===== config.mk =====
export PLATFORM = sky130hd
export DESIGN_NAME = cache_lru
export DESIGN_NICKNAME = d
export VERILOG_FILES = /design/src/rtl/cache_pkg.sv /design/src/rtl/cache_lru.sv
export VERILOG_INCLUDE_DIRS = /design/src /design/src/rtl
export SDC_FILE = /design/constraint.sdc
export NUM_CORES = 1
export LEC_CHECK = 0
export ABC_AREA = 1
export BUFFER_PORTS_ARGS = -buffer_cell sky130_fd_sc_hd__buf_2
export CAP_MARGIN = 20
export CORE_ASPECT_RATIO = 0.5
export CORE_MARGIN = 5
export CORE_UTILIZATION = 45
export DETAILED_ROUTE_END_ITERATION = 8
export GPL_ROUTABILITY_DRIVEN = 0
export PLACE_DENSITY = 0.81
export SLEW_MARGIN = 20
export SYNTH_ARGS = -nofsm -noshare
export SYNTH_HDL_FRONTEND = slang
export SYNTH_SLANG_ARGS = --single-unit

===== constraint.sdc =====
create_clock -name vclk -period 15.1
set_input_delay 3.02 -clock vclk [all_inputs]
set_output_delay 3.02 -clock vclk [all_outputs]
set_load 0.005 [all_outputs]

===== src/rtl/cache_settings.svh =====
`ifndef CACHE_SETTINGS_SVH
`define CACHE_SETTINGS_SVH

// Cache geometry
`define CACHE_SETS 16
`define CACHE_WAYS 8

// Bus widths
`define CACHE_ADDR_W 32
`define CACHE_DATA_W 32

// Byte offset bits below the index, one word per line
`define CACHE_OFFSET_W 2

`endif


===== src/rtl/cache_pkg.sv =====
`include "cache_settings.svh"

package cache_pkg;

	// Derived field widths
	localparam int INDEX_W = $clog2(`CACHE_SETS);
	localparam int WAY_W = $clog2(`CACHE_WAYS);
	localparam int TAG_W = `CACHE_ADDR_W - INDEX_W - `CACHE_OFFSET_W;

	typedef logic [`CACHE_ADDR_W-1:0] addr_t;
	typedef logic [`CACHE_DATA_W-1:0] data_t;
	typedef logic [TAG_W-1:0] tag_t;
	typedef logic [INDEX_W-1:0] index_t;
	typedef logic [WAY_W-1:0] way_t;
	// 0 is the most recently used way
	typedef logic [WAY_W-1:0] age_t;

	// Invalid is all ones
	typedef enum logic [1:0] {
		MODIFIED  = 2'b00,
		EXCLUSIVE = 2'b01,
		SHARED    = 2'b10,
		INVALID   = 2'b11
	} mesi_t;

	typedef enum logic [1:0] {
		OP_READ       = 2'b00,
		OP_WRITE      = 2'b01,
		OP_SNOOP_READ = 2'b10,
		OP_SNOOP_INV  = 2'b11
	} opcode_t;

	typedef enum logic [1:0] {
		IDLE,
		LOOKUP,
		UPDATE
	} ctrl_state_t;

	typedef struct packed {
		tag_t tag;
		mesi_t mesi;
		data_t data;
	} line_t;

	// Address field extraction
	function automatic tag_t addr_tag(input addr_t addr);
		return addr[`CACHE_ADDR_W-1 -: TAG_W];
	endfunction

	function automatic index_t addr_index(input addr_t addr);
		return addr[`CACHE_OFFSET_W +: INDEX_W];
	endfunction

endpackage


===== src/rtl/cache_lru.sv =====
`timescale 1ns/1ps
`include "cache_settings.svh"

module cache_lru (
	input logic [`CACHE_WAYS-1:0] valid,
	input cache_pkg::age_t ages [`CACHE_WAYS],
	input cache_pkg::way_t access_way,
	output cache_pkg::way_t victim_way,
	output cache_pkg::age_t new_ages [`CACHE_WAYS]
);

	import cache_pkg::*;

	logic found_invalid;
	way_t invalid_way;
	way_t oldest_way;
	age_t oldest_age;
	age_t access_age;

	// Lowest Invalid way, scanning down so the lowest wins
	always_comb begin
		found_invalid = 1'b0;
		invalid_way = '0;
		for (int w = `CACHE_WAYS - 1; w >= 0; w--) begin
			if (!valid[w]) begin
				found_invalid = 1'b1;
				invalid_way = way_t'(w);
			end
		end
	end

	// Oldest way by maximal age
	always_comb begin
		oldest_way = '0;
		oldest_age = ages[0];
		for (int w = 1; w < `CACHE_WAYS; w++) begin
			if (ages[w] > oldest_age) begin
				oldest_age = ages[w];
				oldest_way = way_t'(w);
			end
		end
	end

	assign victim_way = found_invalid ? invalid_way : oldest_way;

	// Accessed way becomes youngest, younger ways age by one
	assign access_age = ages[access_way];

	always_comb begin
		for (int w = 0; w < `CACHE_WAYS; w++) begin
			if (way_t'(w) == access_way) begin
				new_ages[w] = '0;
			end else if (ages[w] < access_age) begin
				new_ages[w] = ages[w] + age_t'(1);
			end else begin
				new_ages[w] = ages[w];
			end
		end
	end

endmodule


==> report_table.html <==
<table>
<tr><th>Metric</th><th>Value</th></tr>
<tr><th colspan="2">Outcome</th></tr>
<tr><td>Status</td><td>finished, final reports clean</td></tr>
<tr><th colspan="2">Place</th></tr>
<tr><td>Post-DP HPWL</td><td>slightly above 5 mm</td></tr>
<tr><td>DP Cell Count</td><td>between 500 and 600</td></tr>
<tr><td>Total of buffers placed on input and output ports</td><td>between 60 and 70</td></tr>
<tr><th colspan="2">Synth</th></tr>
<tr><td>Total of warnings raised by yosys</td><td>0</td></tr>
<tr><td>Synthesized instance count</td><td>just under 400</td></tr>
<tr><td>Mapped Nets</td><td>between 400 and 500</td></tr>
<tr><td>Number of library cell types mapped by synthesis</td><td>29</td></tr>
<tr><td>Per-instance average area after synthesis</td><td>between 5 and 6 um^2</td></tr>
<tr><td>Area of the mapped netlist</td><td>between 2000 and 2500 um^2</td></tr>
<tr><td>Share of the yosys chip area belonging to registers</td><td>0%</td></tr>
<tr><th colspan="2">Floorplanning</th></tr>
<tr><td>Die boundary width</td><td>110 um</td></tr>
<tr><td>Core footprint</td><td>4890 um^2</td></tr>
<tr><td>Starting density of the core</td><td>46.1%</td></tr>
<tr><td>I/O pin count</td><td>62</td></tr>
<tr><td>Die Area</td><td>6610 um^2</td></tr>
<tr><td>Die Ht</td><td>around 60 um</td></tr>
<tr><td>Rows</td><td>18</td></tr>
<tr><th colspan="2">Clock network</th></tr>
<tr><td>Setup bufs post-CTS</td><td>0</td></tr>
<tr><td>Number of cells upsized or downsized after cts</td><td>0</td></tr>
<tr><td>Hold bufs inserted after CTS</td><td>0</td></tr>
<tr><th colspan="2">Critical path</th></tr>
<tr><td>Start point of the critical path</td><td>ages[23]</td></tr>
<tr><td>Req. time, crit path</td><td>between 10 and 15 ns</td></tr>
<tr><td>Levels on crit path</td><td>57</td></tr>
<tr><td>CP max FO</td><td>7</td></tr>
<tr><td>Family with the most delay on the worst path</td><td>simple AND/OR/NAND/NOR gates</td></tr>
<tr><td>Category of the worst setup path launch point</td><td>input port</td></tr>
<tr><td>Slowest cell on crit path</td><td>sky130_fd_sc_hd__ha_1</td></tr>
<tr><td>CP max stage delay</td><td>0.32 ns</td></tr>
<tr><td>Critical Path End Type</td><td>primary output</td></tr>
<tr><td>Worst path most repeated cell</td><td>sky130_fd_sc_hd__nand2_1</td></tr>
<tr><td>Arr. time, crit path</td><td>just over 10 ns</td></tr>
<tr><td>Critical path type</td><td>in2out</td></tr>
<tr><td>Endpoint of the worst setup timing path</td><td>victim_way[1]</td></tr>
<tr><td>Count of buffer and inverter cells on the critical path</td><td>8</td></tr>
<tr><th colspan="2">Route</th></tr>
<tr><td>Routed wire length</td><td>just over 6 mm</td></tr>
<tr><td>Vias</td><td>around 2,700</td></tr>
<tr><td>Number of vias per cell</td><td>roughly 5.2</td></tr>
<tr><td>DRC marker count from the first detailed-route iteration</td><td>171</td></tr>
<tr><td>Antenna violation net count after detailed routing</td><td>0</td></tr>
<tr><td>Total DRC errors in the routed layout</td><td>0</td></tr>
<tr><td>Routed length per instance</td><td>roughly 11 um</td></tr>
<tr><td>Pre-antenna DRT Iters</td><td>4</td></tr>
<tr><th colspan="2">GRT</th></tr>
<tr><td>Vias in the first global route</td><td>around 2,300</td></tr>
<tr><td>Wire length of the first global-routing pass</td><td>between 9 and 10 mm</td></tr>
<tr><td>Number of antenna violations at the first check in global routing</td><td>0</td></tr>
<tr><td>Pin count of the biggest net entering global routing</td><td>10</td></tr>
<tr><td>Total routing usage reported by global routing</td><td>approximately 18%</td></tr>
<tr><td>Grt ovf</td><td>0</td></tr>
<tr><th colspan="2">Finish</th></tr>
<tr><td>Most frequent cells in the layout</td><td>sky130_fd_sc_hd__nand2_1, sky130_fd_sc_hd__buf_2, sky130_fd_sc_hd__inv_1</td></tr>
<tr><td>Most common library cell in the layout ignoring fill and taps</td><td>sky130_fd_sc_hd__nand2_1</td></tr>
<tr><td>Final antenna diode count</td><td>0</td></tr>
<tr><td>Cell Count, Final, Fillers Out</td><td>528</td></tr>
<tr><td>Count of clock-net buffers in the final layout</td><td>0</td></tr>
<tr><td>Sequential cell area in the final layout</td><td>0 um^2</td></tr>
<tr><td>Area added between synthesis and finish</td><td>18.3%</td></tr>
<tr><td>Layout cell share with drive strength beyond 1</td><td>just under 20%</td></tr>
<tr><td>Sequential cell count of the final layout</td><td>0</td></tr>
<tr><td>Nets</td><td>540</td></tr>
<tr><th colspan="2">Min path</th></tr>
<tr><td>Hold Crit Class</td><td>in2out</td></tr>
<tr><th colspan="2">Timing</th></tr>
<tr><td>Max transition margin</td><td>~40%</td></tr>
<tr><td>Setup repair after global routing missed its margin</td><td>false</td></tr>
<tr><td>Highest attainable clock frequency</td><td>approximately 75 MHz</td></tr>
<tr><td>Actual transition at the worst max-transition pin</td><td>between 0.9 and 1 ns</td></tr>
<tr><td>Number of endpoints failing setup at the final stage</td><td>0</td></tr>
<tr><td>Setup TNS</td><td>0 ns</td></tr>
<tr><td>Fin. max-slew vios</td><td>0</td></tr>
<tr><td>Number of hold-slack violations in the final timing report</td><td>0</td></tr>
<tr><td>Final Critical Period</td><td>roughly 13 ns</td></tr>
<tr><td>Period utilization</td><td>between 80 and 90%</td></tr>
<tr><th colspan="2">Job</th></tr>
<tr><td>Max-capacitance violation count</td><td>0</td></tr>
<tr><th colspan="2">Pwr</th></tr>
<tr><td>LEAKAGE</td><td>roughly 1.6 nW</td></tr>
<tr><td>Total power density per cell area</td><td>approximately 110 nW/um^2</td></tr>
<tr><td>Peak supply drop</td><td>~98 uV</td></tr>
</table>
## logic make-up after synthesis
| group | count (synthesis) | synth area share, % |
|---|---|---|
| xor gates and xnor gates | 8 | 3.11 |
| buffers and inverters | 57 | 9.50 |
| and+or+nand+nor | 245 | 52.3 |
| AOI/OAI and AO/OA | 40 | 10.1 |
| adders and majority gates | 45 | 25.0 |
## per-stage QoR
| stage | total power [W] | instance area (um^2) | utilization [%] | hold slack (ns) | setup slack [ns] |
|---|---|---|---|---|---|
| after global placement | 0.000274 | 2670 | 54.5 | 6.37 | 2.09 |
| after detailed placement | 0.000277 | 2670 | 54.5 | 6.37 | 1.89 |
| after CTS | 0.000278 | 2670 | 54.5 | 6.38 | 1.87 |
| after floorplan | 0.000208 | 2250 | - | 6.15 | 2.91 |
| after global routing | 0.000323 | 2670 | 54.5 | 6.40 | 0.972 |
| final | 0.000283 | 2670 | 54.5 | 6.37 | 1.77 |
## cell type report
cell class / instances / area [um^2]
Fill cell: 528 / 2220
Inverter: 57 / 214
Multi-Input combinational cell: 338 / 2050
Timing Repair Buffer: 63 / 318
Tap cell: 70 / 87.6
## worst min path at each step
stage	slack, ns	cells after the start	to	startpoint
3_3_place_gp	6.37	4	victim_way[1]	valid[1]
5_1_grt	6.40	4	victim_way[1]	valid[0]
2_1_floorplan	6.15	2	victim_way[1]	valid[1]
3_5_place_dp	6.37	4	victim_way[1]	valid[0]
6_report	6.37	4	victim_way[1]	valid[1]
4_1_cts	6.38	4	victim_way[1]	valid[1]
## cell usage after synthesis (3+ instances only)
| library cell | number | area, um^2 |
|---|---|---|
| sky130_fd_sc_hd__o21ai_0 | 7 | 35.0 |
| sky130_fd_sc_hd__nand3_2 | 16 | 160 |
| sky130_fd_sc_hd__nand3b_1 | 8 | 60.1 |
| sky130_fd_sc_hd__and2_1 | 5 | 31.3 |
| sky130_fd_sc_hd__nor2_1 | 45 | 169 |
| sky130_fd_sc_hd__inv_2 | 3 | 11.3 |
| sky130_fd_sc_hd__xnor2_1 | 8 | 70.1 |
| sky130_fd_sc_hd__a21oi_1 | 22 | 110 |
| sky130_fd_sc_hd__ha_1 | 45 | 563 |
| sky130_fd_sc_hd__nand3_1 | 46 | 230 |
| sky130_fd_sc_hd__o22ai_1 | 3 | 18.8 |
| sky130_fd_sc_hd__inv_1 | 54 | 203 |
| sky130_fd_sc_hd__nand2_1 | 113 | 424 |
## metal layers
layer	vias up	track usage (%)	routed length (um)
met2	83	31.4	2630
met1	1207	24.8	2860
met5	-	0	0
met4	0	0	22
li1	1443	-	-
met3	4	3.34	546
## power by group
part | leakage (nW) | switching (W) | internal (W)
Sequential | 0 | 0 | 0
Combinational | 1.58 | 0.000171 | 0.000111
Clock | 0 | 0 | 0
## tightest hold or removal path, stage by stage
cell and delay [ns]:
sky130_fd_sc_hd__buf_2 0.10, sky130_fd_sc_hd__nand3_1 0.07, sky130_fd_sc_hd__nand2_1 0.06, sky130_fd_sc_hd__buf_2 0.10
No activity file was read; power rests on OpenSTA's default activity.
